**src/verilog/sap_ctrl_pkg.sv**
```systemverilog
`default_nettype none

package sap_ctrl_pkg;

    // five T-states per instruction
    localparam int t_states = 5;

    // who drives the internal bus this cycle
    typedef enum logic [2:0] {
        NONE,
        PC,
        MEM,
        IR_OPERAND,
        ACC,
        ALU
    } bus_src_t;

    // one-hot ring, one bit per T-state
    typedef enum logic [t_states-1:0] {
        T0 = 5'b00001,
        T1 = 5'b00010,
        T2 = 5'b00100,
        T3 = 5'b01000,
        T4 = 5'b10000
    } tstate_t;

    typedef struct packed {
        bus_src_t bus_src;
        logic     pc_inc;
        logic     pc_load;
        logic     mar_load;
        logic     mem_write;
        logic     ir_load;
        logic     acc_load;
        logic     b_load;
        logic     alu_sub;
        logic     flags_load;
        logic     out_load;
        logic     halt;
    } ctrl_word_t;

    // nothing on the bus, nothing loads
    localparam ctrl_word_t ctrl_idle = '0;

endpackage

`default_nettype wire

```
**src/verilog/sap_isa_pkg.sv**
```systemverilog
`default_nettype none

package sap_isa_pkg;

    // data byte and address nibble, fixed by the 8-bit instruction format
    localparam int data_w = 8;
    localparam int addr_w = 4;
    // one word per address
    localparam int mem_depth = 1 << addr_w;

    // unlisted codes fall through the decoder as NOP
    typedef enum logic [3:0] {
        NOP = 4'h0,
        LDA = 4'h1,
        ADD = 4'h2,
        SUB = 4'h3,
        STA = 4'h4,
        LDI = 4'h5,
        JMP = 4'h6,
        JC  = 4'h7,
        JZ  = 4'h8,
        OUT = 4'hE,
        HLT = 4'hF
    } opcode_t;

    // opcode in the high nibble, operand in the low nibble
    typedef struct packed {
        opcode_t             opcode;
        logic [addr_w-1:0]   operand;
    } instr_t;

    // a memory word is fetched as an instruction or read as plain data
    typedef union packed {
        instr_t              instr;
        logic [data_w-1:0]   data;
    } mem_word_u;

endpackage

`default_nettype wire
```
**src/verilog/sap_cpu_top.sv**
```systemverilog
`timescale 1ns/1ps
`default_nettype none

module sap_cpu_top
    import sap_isa_pkg::*;
    import sap_ctrl_pkg::*;
(
    input  wire logic              clk,
    input  wire logic              rst,
    input  wire logic              run,
    input  wire logic              prog_we,
    input  wire logic [addr_w-1:0] prog_addr,
    input  wire logic [data_w-1:0] prog_data,
    output logic [data_w-1:0]      out_data,
    output logic                   out_valid,
    output logic                   halted
);

    // shared internal bus and the control word
    logic [data_w-1:0] bus;
    ctrl_word_t        ctrl;

    // bus source candidates
    logic [addr_w-1:0] pc;
    logic [addr_w-1:0] ir_operand;
    mem_word_u         mem_word;
    logic [data_w-1:0] acc;
    logic [data_w-1:0] alu_result;

    // flags for the conditional jumps
    logic              carry;
    logic              zero;

    program_counter i_pc (
        .clk  (clk),
        .rst  (rst),
        .ctrl (ctrl),
        .bus  (bus),
        .pc   (pc)
    );

    control_block i_ctrl (
        .clk        (clk),
        .rst        (rst),
        .run        (run),
        .bus        (bus),
        .carry      (carry),
        .zero       (zero),
        .ir_operand (ir_operand),
        .ctrl       (ctrl),
        .halted     (halted)
    );

    program_memory i_mem (
        .clk       (clk),
        .rst       (rst),
        .ctrl      (ctrl),
        .bus       (bus),
        .prog_we   (prog_we),
        .prog_addr (prog_addr),
        .prog_data (prog_data),
        .mem_word  (mem_word)
    );

    alu_datapath i_alu (
        .clk        (clk),
        .rst        (rst),
        .ctrl       (ctrl),
        .bus        (bus),
        .acc        (acc),
        .alu_result (alu_result),
        .carry      (carry),
        .zero       (zero),
        .out_data   (out_data),
        .out_valid  (out_valid)
    );

    bus_arbiter i_arb (
        .ctrl       (ctrl),
        .pc         (pc),
        .mem_word   (mem_word),
        .ir_operand (ir_operand),
        .acc        (acc),
        .alu_result (alu_result),
        .bus        (bus)
    );

endmodule

`default_nettype wire

```
**src/verilog/bus_arbiter.sv**
```systemverilog
`timescale 1ns/1ps
`default_nettype none

module bus_arbiter
    import sap_isa_pkg::*;
    import sap_ctrl_pkg::*;
(
    input  wire ctrl_word_t        ctrl,
    input  wire logic [addr_w-1:0] pc,
    input  wire mem_word_u         mem_word,
    input  wire logic [addr_w-1:0] ir_operand,
    input  wire logic [data_w-1:0] acc,
    input  wire logic [data_w-1:0] alu_result,
    output logic [data_w-1:0]      bus
);

    logic bus_reader;

    // every field that samples the bus at the clock edge
    assign bus_reader = ctrl.pc_load | ctrl.mar_load | ctrl.mem_write | ctrl.ir_load |
                        ctrl.acc_load | ctrl.b_load | ctrl.out_load;

    // one driver per cycle, zero when idle
    always_comb begin
        case (ctrl.bus_src)
            PC:         bus = {{(data_w-addr_w){1'b0}}, pc};
            MEM:        bus = mem_word.data;
            IR_OPERAND: bus = {{(data_w-addr_w){1'b0}}, ir_operand};
            ACC:        bus = acc;
            ALU:        bus = alu_result;
            default:    bus = '0;
        endcase
    end

    // a block never loads from an undriven bus
    always_comb begin
        assert final (!(bus_reader && ctrl.bus_src == NONE));
    end

endmodule

`default_nettype wire

```
**src/verilog/alu_datapath.sv**
```systemverilog
`timescale 1ns/1ps
`default_nettype none

module alu_datapath
    import sap_isa_pkg::*;
    import sap_ctrl_pkg::*;
(
    input  wire logic              clk,
    input  wire logic              rst,
    input  wire ctrl_word_t        ctrl,
    input  wire logic [data_w-1:0] bus,
    output logic [data_w-1:0]      acc,
    output logic [data_w-1:0]      alu_result,
    output logic                   carry,
    output logic                   zero,
    output logic [data_w-1:0]      out_data,
    output logic                   out_valid
);

    logic [data_w-1:0] b_reg;
    logic [data_w-1:0] b_operand;
    logic [data_w:0]   sum;

    // subtract as acc + ~b + 1, so the carry out means no borrow
    assign b_operand  = ctrl.alu_sub ? ~b_reg : b_reg;
    assign sum        = {1'b0, acc} + {1'b0, b_operand} + {{data_w{1'b0}}, ctrl.alu_sub};
    assign alu_result = sum[data_w-1:0];

    always_ff @(posedge clk) begin
        if (rst) begin
            acc       <= '0;
            b_reg     <= '0;
            carry     <= 1'b0;
            zero      <= 1'b0;
            out_valid <= 1'b0;
        end else begin
            if (ctrl.acc_load) begin
                acc <= bus;
            end
            if (ctrl.b_load) begin
                b_reg <= bus;
            end
            // flags move only on ADD and SUB
            if (ctrl.flags_load) begin
                carry <= sum[data_w];
                zero  <= (alu_result == '0);
            end
            // valid one cycle after the OUT T2
            out_valid <= ctrl.out_load;
        end
    end

    // output register
    always_ff @(posedge clk) begin
        if (ctrl.out_load) begin
            out_data <= bus;
        end
    end

    // an OUT spans five T-states, so valid never lasts two cycles
    assert property (@(posedge clk) disable iff (rst) out_valid |=> !out_valid);

endmodule

`default_nettype wire

```
**src/verilog/program_memory.sv**
```systemverilog
`timescale 1ns/1ps
`default_nettype none

module program_memory
    import sap_isa_pkg::*;
    import sap_ctrl_pkg::*;
(
    input  wire logic              clk,
    input  wire logic              rst,
    input  wire ctrl_word_t        ctrl,
    input  wire logic [data_w-1:0] bus,
    input  wire logic              prog_we,
    input  wire logic [addr_w-1:0] prog_addr,
    input  wire logic [data_w-1:0] prog_data,
    output mem_word_u              mem_word
);

    logic [addr_w-1:0] mar;
    mem_word_u         mem [mem_depth];

    // memory address register, from the PC at T0 or the operand at T2
    always_ff @(posedge clk) begin
        if (rst) begin
            mar <= '0;
        end else if (ctrl.mar_load) begin
            mar <= bus[addr_w-1:0];
        end
    end

    // load port writes while stopped, STA writes while running
    always_ff @(posedge clk) begin
        if (prog_we) begin
            mem[prog_addr].data <= prog_data;
        end else if (ctrl.mem_write) begin
            mem[mar].data <= bus;
        end
    end

    // asynchronous read at the MAR
    assign mem_word = mem[mar];

    // program loading and STA must never collide
    assert property (@(posedge clk) disable iff (rst)
        !(prog_we && ctrl.mem_write));

endmodule

`default_nettype wire

```
**src/verilog/control_block.sv**
```systemverilog
`timescale 1ns/1ps
`default_nettype none

module control_block
    import sap_isa_pkg::*;
    import sap_ctrl_pkg::*;
(
    input  wire logic              clk,
    input  wire logic              rst,
    input  wire logic              run,
    input  wire logic [data_w-1:0] bus,
    input  wire logic              carry,
    input  wire logic              zero,
    output logic [addr_w-1:0]      ir_operand,
    output ctrl_word_t             ctrl,
    output logic                   halted
);

    instr_t    ir;
    tstate_t   tstate;
    logic      run_en;
    mem_word_u fetched;

    // sequencing only while running and not halted
    assign run_en = run && !halted;

    // the memory word on the bus seen as an instruction
    assign fetched.data = bus;

    // instruction register filled at the end of T1
    always_ff @(posedge clk) begin
        if (ctrl.ir_load) begin
            ir <= fetched.instr;
        end
    end

    assign ir_operand = ir.operand;

    // ring counter where T4 wraps back to T0
    always_ff @(posedge clk) begin
        if (rst) begin
            tstate <= T0;
        end else if (run_en) begin
            tstate <= tstate_t'({tstate[t_states-2:0], tstate[t_states-1]});
        end
    end

    // sticky until the next reset
    always_ff @(posedge clk) begin
        if (rst) begin
            halted <= 1'b0;
        end else if (ctrl.halt) begin
            halted <= 1'b1;
        end
    end

    // microcode decode
    always_comb begin
        ctrl = ctrl_idle;
        case (tstate)
            // PC address into the MAR
            T0: begin
                ctrl.bus_src  = PC;
                ctrl.mar_load = 1'b1;
            end
            // fetched word into the IR while the PC steps
            T1: begin
                ctrl.bus_src = MEM;
                ctrl.ir_load = 1'b1;
                ctrl.pc_inc  = 1'b1;
            end
            T2: begin
                case (ir.opcode)
                    LDA, ADD, SUB, STA: begin
                        ctrl.bus_src  = IR_OPERAND;
                        ctrl.mar_load = 1'b1;
                    end
                    // immediate straight into the accumulator
                    LDI: begin
                        ctrl.bus_src  = IR_OPERAND;
                        ctrl.acc_load = 1'b1;
                    end
                    JMP: begin
                        ctrl.bus_src = IR_OPERAND;
                        ctrl.pc_load = 1'b1;
                    end
                    // conditional jumps fall through as NOP when the flag is clear
                    JC: begin
                        if (carry) begin
                            ctrl.bus_src = IR_OPERAND;
                            ctrl.pc_load = 1'b1;
                        end
                    end
                    JZ: begin
                        if (zero) begin
                            ctrl.bus_src = IR_OPERAND;
                            ctrl.pc_load = 1'b1;
                        end
                    end
                    OUT: begin
                        ctrl.bus_src  = ACC;
                        ctrl.out_load = 1'b1;
                    end
                    HLT: begin
                        ctrl.halt = 1'b1;
                    end
                    default: begin
                    end
                endcase
            end
            T3: begin
                case (ir.opcode)
                    LDA: begin
                        ctrl.bus_src  = MEM;
                        ctrl.acc_load = 1'b1;
                    end
                    // second operand parks in B
                    ADD, SUB: begin
                        ctrl.bus_src = MEM;
                        ctrl.b_load  = 1'b1;
                    end
                    STA: begin
                        ctrl.bus_src   = ACC;
                        ctrl.mem_write = 1'b1;
                    end
                    default: begin
                    end
                endcase
            end
            T4: begin
                // result back into the accumulator together with the flags
                if (ir.opcode == ADD || ir.opcode == SUB) begin
                    ctrl.bus_src    = ALU;
                    ctrl.acc_load   = 1'b1;
                    ctrl.flags_load = 1'b1;
                    ctrl.alu_sub    = (ir.opcode == SUB);
                end
            end
            default: begin
            end
        endcase
        // stopped, halted or resetting CPU issues no loads
        if (!run_en || rst) begin
            ctrl = ctrl_idle;
        end
    end

    // ring must hold exactly one token
    assert property (@(posedge clk) disable iff (rst) $onehot(tstate));

endmodule

`default_nettype wire

```
**src/verilog/program_counter.sv**
```systemverilog
`timescale 1ns/1ps
`default_nettype none

module program_counter
    import sap_isa_pkg::*;
    import sap_ctrl_pkg::*;
(
    input  wire logic              clk,
    input  wire logic              rst,
    input  wire ctrl_word_t        ctrl,
    input  wire logic [data_w-1:0] bus,
    output logic [addr_w-1:0]      pc
);

    // jump target comes from the low nibble of the bus
    // increment wraps 15 -> 0 by width
    always_ff @(posedge clk) begin
        if (rst) begin
            pc <= '0;
        end else if (ctrl.pc_load) begin
            pc <= bus[addr_w-1:0];
        end else if (ctrl.pc_inc) begin
            pc <= pc + 1'b1;
        end
    end

    // fetch increments at T1, jumps load at T2, never in the same cycle
    assert property (@(posedge clk) disable iff (rst)
        !(ctrl.pc_inc && ctrl.pc_load));

endmodule

`default_nettype wire

```
**config.mk**
```make
export PLATFORM = sky130hd
export DESIGN_NAME = sap_cpu_top
export DESIGN_NICKNAME = d
export VERILOG_FILES = /design/src/verilog/sap_ctrl_pkg.sv /design/src/verilog/sap_isa_pkg.sv /design/src/verilog/sap_cpu_top.sv /design/src/verilog/bus_arbiter.sv /design/src/verilog/alu_datapath.sv /design/src/verilog/program_memory.sv /design/src/verilog/control_block.sv /design/src/verilog/program_counter.sv
export SDC_FILE = /design/constraint.sdc
export NUM_CORES = 1
export LEC_CHECK = 0
export ABC_AREA = 1
export BUFFER_PORTS_ARGS = -buffer_cell sky130_fd_sc_hd__clkbuf_2
export CELL_PAD_IN_SITES_DETAIL_PLACEMENT = 1
export CELL_PAD_IN_SITES_GLOBAL_PLACEMENT = 2
export CORE_MARGIN = 5
export CORE_UTILIZATION = 41
export CTS_CLUSTER_DIAMETER = 120
export DETAILED_ROUTE_END_ITERATION = 6
export GPL_TIMING_DRIVEN = 0
export HOLD_SLACK_MARGIN = 0.06
export PLACE_DENSITY = 0.85
export SYNTH_ARGS = -nofsm -noshare
export SYNTH_HDL_FRONTEND = slang
export SYNTH_SLANG_ARGS = --single-unit
```
**constraint.sdc**
```tcl
create_clock -name clk -period 3.99 [get_ports clk]
set_clock_uncertainty 0.2 [all_clocks]
set_input_delay 0.798 -clock clk [delete_from_list [all_inputs] [get_ports clk]]
set_output_delay 0.798 -clock clk [all_outputs]
set_load 0.05 [all_outputs]
```
# Yosys cells after proc, flatten, opt, wreduce, memory -nomap -nowiden
# Memories as Yosys holds them, arrays and structs flattened. A register that Yosys moved wholly into a read port is not among the register bits.
# Cells that the tools add are included.
# W data, S select, Z words.
# totals
output_inout_bits	10
reg_bits	49
n_memories	1
wordCells	90
input_bits	16
ram_bits	128
# op_classes
n_mux	41
bitwise	1
add_sub_neg	3
reduce_logical	12
eq_ne	20
# memory_table
memory	words	width	rd	rd_clocked_by_memory_dff	wr	line	text
i_mem.mem	16	8	1	1	1	program_memory.sv:19	mem_word_u mem [mem_depth];
# ops
operator	n
$pmux W8 S5	1
$mux W1	20
$mux W4	5
$eq A4 B3 Y1 const B	4
$mux W8	2
$pmux W3 S5	1
$mux W14	1
$eq A4 B4 Y1 const B	3
$pmux W3 S4	1
$mux W2	5
$add A8 B8 Y9	1
$add A9 B1 Y9	1
$eq A4 B2 Y1 const B	2
$logic_not A8 Y1	1
$not A8 Y8	1
$reduce_or A8 Y1	1
$eq A3 B2 Y1 const B	2
$eq A3 B3 Y1 const B	2
$pmux W1 S3	2
$pmux W3 S2	1
$reduce_or A6 Y1	1
$eq A5 B1 Y1 const B	1
$eq A5 B2 Y1 const B	1
$eq A5 B3 Y1 const B	1
other kinds (14)	16

# Depth between registers and ports, before layout
# logic_depth
depth_word	11
mapped_depth	20
mapped_depth_nobuf	20

# Modules after synthesis
# From an unflattened synthesis, not the netlist that was laid out.
# unflattened
hier_cells	995
hier_area_um2	8982.4
# modules_own_cells
mod	instances	seq_area_each_um2	cells_each	area_each_um2
program_memory	1	4003.8	587	6035.8
alu_datapath	1	620.6	188	1475.2
control_block	1	360.3	113	852.1
bus_arbiter	1	0.0	72	385.4
program_counter	1	80.1	35	234.0

# Least setup slack after synthesis
# No wires, ideal clock.
# synth_path
kind	input port to flip-flop
from	input port rst
to	memory i_mem.mem[0][6] in the netlist's numbering (data pin)
arrival_time_ps	3182
path_stages	19
setup_slack_ps	288
path_buffers	1
setup_ps	320
required_time_ps	3470
path_cell_list	buf_2 -> inv_4 -> nand2_4 -> nor2_2 -> nand2_2 -> clkinv_1 -> nand2_2 -> xor2_1 -> ha_1 -> nand3_1 -> nand2_1 -> a21oi_1 -> or2_2 -> nand2_1 -> nand2_1 -> nand3_1 -> o211ai_2 -> nand2_1 -> nand2_1
# synth_between
elab_chain_cells	7
elab_cells_between_ends	16
cone_classes	add/sub (2); eq/ne (5); mux (7); reduce/logical (2)
# synth_lines
item	line	text
from (decl)	sap_cpu_top.sv:9	input wire logic rst,
$logic_or A1 B1 Y1 (*)	control_block.sv:143	if (!run_en || rst) begin
$mux W14 (*)	control_block.sv:143	
$mux W8	alu_datapath.sv:25	assign b_operand = ctrl.alu_sub ? ~b_reg : b_reg;
$add A8 B8 Y9	alu_datapath.sv:26	assign sum = {1'b0, acc} + {1'b0, b_operand} + {{data_w{1'b0}}, ctrl.alu_sub};
$add A9 B1 Y9	alu_datapath.sv:26	
$pmux W8 S5 (*)	bus_arbiter.sv:25	case (ctrl.bus_src)
via bus[6]	sap_cpu_top.sv:20	logic [data_w-1:0] bus;
$mux W8 (no line) (*)	-	
to (decl)	program_memory.sv:19	
# Mark *: on every way through the listed nets, which the timed path passes. The rest lies on a longest branch.

# Worst setup path after layout
# layout_path
from	register i_ctrl.ir[7] in the netlist's numbering
to	memory i_mem.mem[11][6] in the netlist's numbering (data pin)
# layout_between
elab_chain_cells	10
elab_cells_between_ends	35
cone_classes	add/sub (2); eq/ne (14); mux (15); reduce/logical (4)
# layout_lines
item	line	text
from (decl)	control_block.sv:19	instr_t ir;
from (signal assigned)	control_block.sv:33	ir <= fetched.instr;
$eq A4 B2 Y1 (on tied branches)	control_block.sv:73, control_block.sv:112, control_block.sv:132	
$logic_or A1 B1 Y1	control_block.sv:132	if (ir.opcode == ADD || ir.opcode == SUB) begin
$mux W2	control_block.sv:132	
$mux W2	control_block.sv:60	case (tstate)
$mux W14 (*)	control_block.sv:143	
$mux W8	alu_datapath.sv:25	
$add A8 B8 Y9	alu_datapath.sv:26	
$add A9 B1 Y9	alu_datapath.sv:26	
$pmux W8 S5 (*)	bus_arbiter.sv:25	
via bus[6]	sap_cpu_top.sv:20	
$mux W8 (no line) (*)	-	
# Marks and branches as above.

==> run metrics <==
Crit. Startpoint i_ctrl.ir[7]$_DFFE_PP_; worst r2r src i_ctrl.ir[7]$_DFFE_PP_; Pleak 3.69 nW; Post-Route WL 23300 microns; Worst EP required 3.94 ns; crit path time final approximately 3.7 ns; Main synth FF type edfxtp_1; crit path to i_mem.mem[11][6]$_DFFE_PP_; Vias 6141; Final GP Congestion 0.865; DP HPWL 17000 microns; critical path depth 18; Overflow after GRT 0; clock net sink count 181; Max stage delay cell, worst path edfxtp_1; crit path DAT 3.66 ns; Critical Path Source Type flip-flop; max reg flops 128; Post-Synthesis Cells about 800; Max Cap Violations 0; most common cell type on the critical path nand2_1; Final Hold Fails 0; syn nets roughly 840; #FFs+latches synth 181; Mapped Avg Cell Area between 10 and 15 sq um; asr flop ratio synth 0%; Site Rows 52; core region area 20000 sq um; synth unique cells 49; first-pass GRT wire length 36000 microns; Largest Register i_mem.mem; crit-path max FO 16; DR pass1 iterations 7; CTS Buffer Depth 2; area delta synth->final 12.9%; fmax 270 MHz; # diodes 0; Setup CP Type flip-flop to flip-flop; drt initial violations ~420; number of synthesis warnings 0; Total Nets Final 885; Hold Crit Class flip-flop to flip-flop; endpoints failing setup 0; largest net degree at the start of global routing 19; dpl cells 1108; Least-Margin Pin Slew 1.10 ns; all-layer global routing usage 20.1%; Max Slew Vio Count 0; DR DRC count 0; H-tree Lvls 4; WL per Instance between 20 and 25 microns; share of cells above drive strength 1 15.5%; Worst R2R End i_mem.mem[11][6]$_DFFE_PP_; most common cell after layout, fill and taps aside edfxtp_1; TritonCTS Buffers 17; Worst-path clk slew 0.07 ns; Min Hold Slack 0.295 ns; Die W between 150 and 200 microns; dpl cell area 8740 sq um; die footprint 23200 sq um; worst-skew pair later-pin latency between 0.4 and 0.5 ns; mapped cell area 8290 sq um; ANT nets after route 0; Worst Setup End Kind flip-flop; I/O Buffers 24; initial antenna violation count 0; I/O pin total 26; Crit path buffers/inverters 1; Die Ht 152 microns; number of global-route vias before repair 6370; final std cell area, no fill 9360 sq um; post-synthesis sequential area ratio 61.1%; slowest stage delay, CP between 0.5 and 0.6 ns; Reg2Reg Depth 18; worst rel slew slack a little over a quarter; PwrDens 434 nW/um^2; status completed; VDD IR max around 0.31 mV; most frequent cells in the layout edfxtp_1 (144), nand2_1 (130), nor2_1 (91); worst-path cell chain nor2_4, nand2_1, nor2_2, nand2_2, inv_4, nand2_4, xor2_1, ha_1, nand3_1, nand2_1, a21oi_1, or2_2, nand2_1, nand2_1, nand3_1, o211ai_2, nand2_1, nand2_4; post-route insts no fill 1143; CTS tree yes; CP top delay family simple AND/OR/NAND/NOR gates; root buf cell clkbuf_16; R2R Setup Slk 0.28 ns; Post-synth EDFFs 144; Initial Util 41.4%; Via density 5.37; fill count 2269; Final period util 93.0%
[final cells by class]
cell class	instances	area (sq um)	area share (%)
Tap cell	270	338	3.61
Clock inverter	15	138	1.47
Inverter	89	339	3.62
Timing Repair Buffer	27	143	1.52
Clock buffer	17	425	4.55
Buffer	28	154	1.64
Multi-Input combinational cell	516	2760	29.5
Sequential cell	181	5060	54.1
[how the worst min path moves through the flow]
| stage | startpoint | end | slack (ns) | cells after the start |
|---|---|---|---|---|
| floorplan | i_alu.zero$_SDFFE_PP0P_ | i_alu.zero$_SDFFE_PP0P_ | 0.25 | 2 |
| global placement | i_alu.zero$_SDFFE_PP0P_ | i_alu.zero$_SDFFE_PP0P_ | 0.28 | 2 |
| global route | i_alu.zero$_SDFFE_PP0P_ | i_alu.zero$_SDFFE_PP0P_ | 0.32 | 2 |
| finish | i_alu.zero$_SDFFE_PP0P_ | i_alu.zero$_SDFFE_PP0P_ | 0.29 | 2 |
| CTS | i_alu.zero$_SDFFE_PP0P_ | i_alu.zero$_SDFFE_PP0P_ | 0.30 | 2 |
| detailed placement | i_alu.zero$_SDFFE_PP0P_ | i_alu.zero$_SDFFE_PP0P_ | 0.29 | 2 |
[kinds of logic after synthesis]
group           count (synthesis)  share of synthesized area (%)
compound gates                158                           11.3
xor+xnor                       12                           1.27
fa+ha+maj                       9                           1.45
buf+inv                       117                           5.92
flops                         181                           61.1
mux                             1                          0.121
simple gates                  336                           18.8
[worst register-to-register path, cell delays in order, from the launching register on]
cell,delay (ns)
edfxtp_1,0.52
nor2_4,0.16
nand2_1,0.09
nor2_2,0.18
nand2_2,0.15
inv_4,0.15
nand2_4,0.12
xor2_1,0.18
ha_1,0.36
nand3_1,0.10
nand2_1,0.11
a21oi_1,0.06
or2_2,0.29
nand2_1,0.07
nand2_1,0.08
nand3_1,0.10
o211ai_2,0.20
nand2_1,0.17
nand2_4,0.14
[synth_stat cells (2+ instances only)]
| master | number | area, sq um |
|---|---|---|
| nand3_2 | 3 | 30.0 |
| buf_2 | 12 | 60.1 |
| o22ai_1 | 3 | 18.8 |
| nor2_1 | 91 | 342 |
| clkinv_1 | 3 | 11.3 |
| o21ai_1 | 7 | 35.0 |
| buf_4 | 5 | 37.5 |
| o21ai_2 | 2 | 17.5 |
| nand4_1 | 5 | 31.3 |
| a21oi_1 | 42 | 210 |
| o21ai_0 | 71 | 355 |
| nor2_2 | 8 | 50.1 |
| o221ai_1 | 15 | 131 |
| nand4_2 | 3 | 37.5 |
| nor3_1 | 3 | 15.0 |
| xor2_1 | 8 | 70.1 |
| ha_1 | 8 | 100 |
| nor2_4 | 3 | 33.8 |
| edfxtp_1 | 144 | 4320 |
| dfxtp_1 | 37 | 741 |
| nand2_4 | 4 | 45.0 |
| a31oi_1 | 4 | 25.0 |
| nand2_1 | 133 | 499 |
| clkbuf_1 | 8 | 30.0 |
| a21oi_2 | 2 | 17.5 |
| o211ai_1 | 4 | 30.0 |
| o211ai_2 | 2 | 25.0 |
| inv_2 | 6 | 22.5 |
| nand2_2 | 9 | 56.3 |
| buf_6 | 2 | 22.5 |
| nand3_1 | 67 | 335 |
| or2_2 | 2 | 12.5 |
| xnor2_1 | 4 | 35.0 |
| inv_1 | 79 | 297 |
[where the power goes]
group	switching, mW	internal, mW	leakage, nW
clock	0.800	0.825	0.262
sequential	0.0145	2.06	1.62
combinational	0.260	0.101	1.81
total	1.08	2.99	3.69
[routing by layer]
| layer | up-vias | GRT usage, % | part of all wire (%) |
|---|---|---|---|
| met5 | - | 0 | 0 |
| met4 | 0 | 6.64 | 2.0 |
| met3 | 31 | 2.61 | 3.6 |
| met2 | 150 | 35.0 | 51 |
| met1 | 3054 | 25.9 | 43 |
| li1 | 2906 | - | - |
[timing repair]
action                     4_1_cts  5_1_grt
hold buffers                     0        0
setup endpoints to repair       64       48
gates cloned                     0        0
resized for setup                4        5
setup buffers                    0        2
pin swaps                        0        1
[through the flow]
step,setup WS [ns],setup TNS [ns],power (mW),util [%]
2_1_floorplan,0.288,0,2.34,-
3_3_place_gp,-0.628,-40.79,2.46,43.6
3_5_place_dp,-0.709,-49.85,2.47,43.6
4_1_cts,0.0788,0,4.07,46.5
5_1_grt,-0.0109,-0.0997,4.19,46.7
6_report,0.280,0,4.06,46.7
Power figures use the tool's default switching activity.
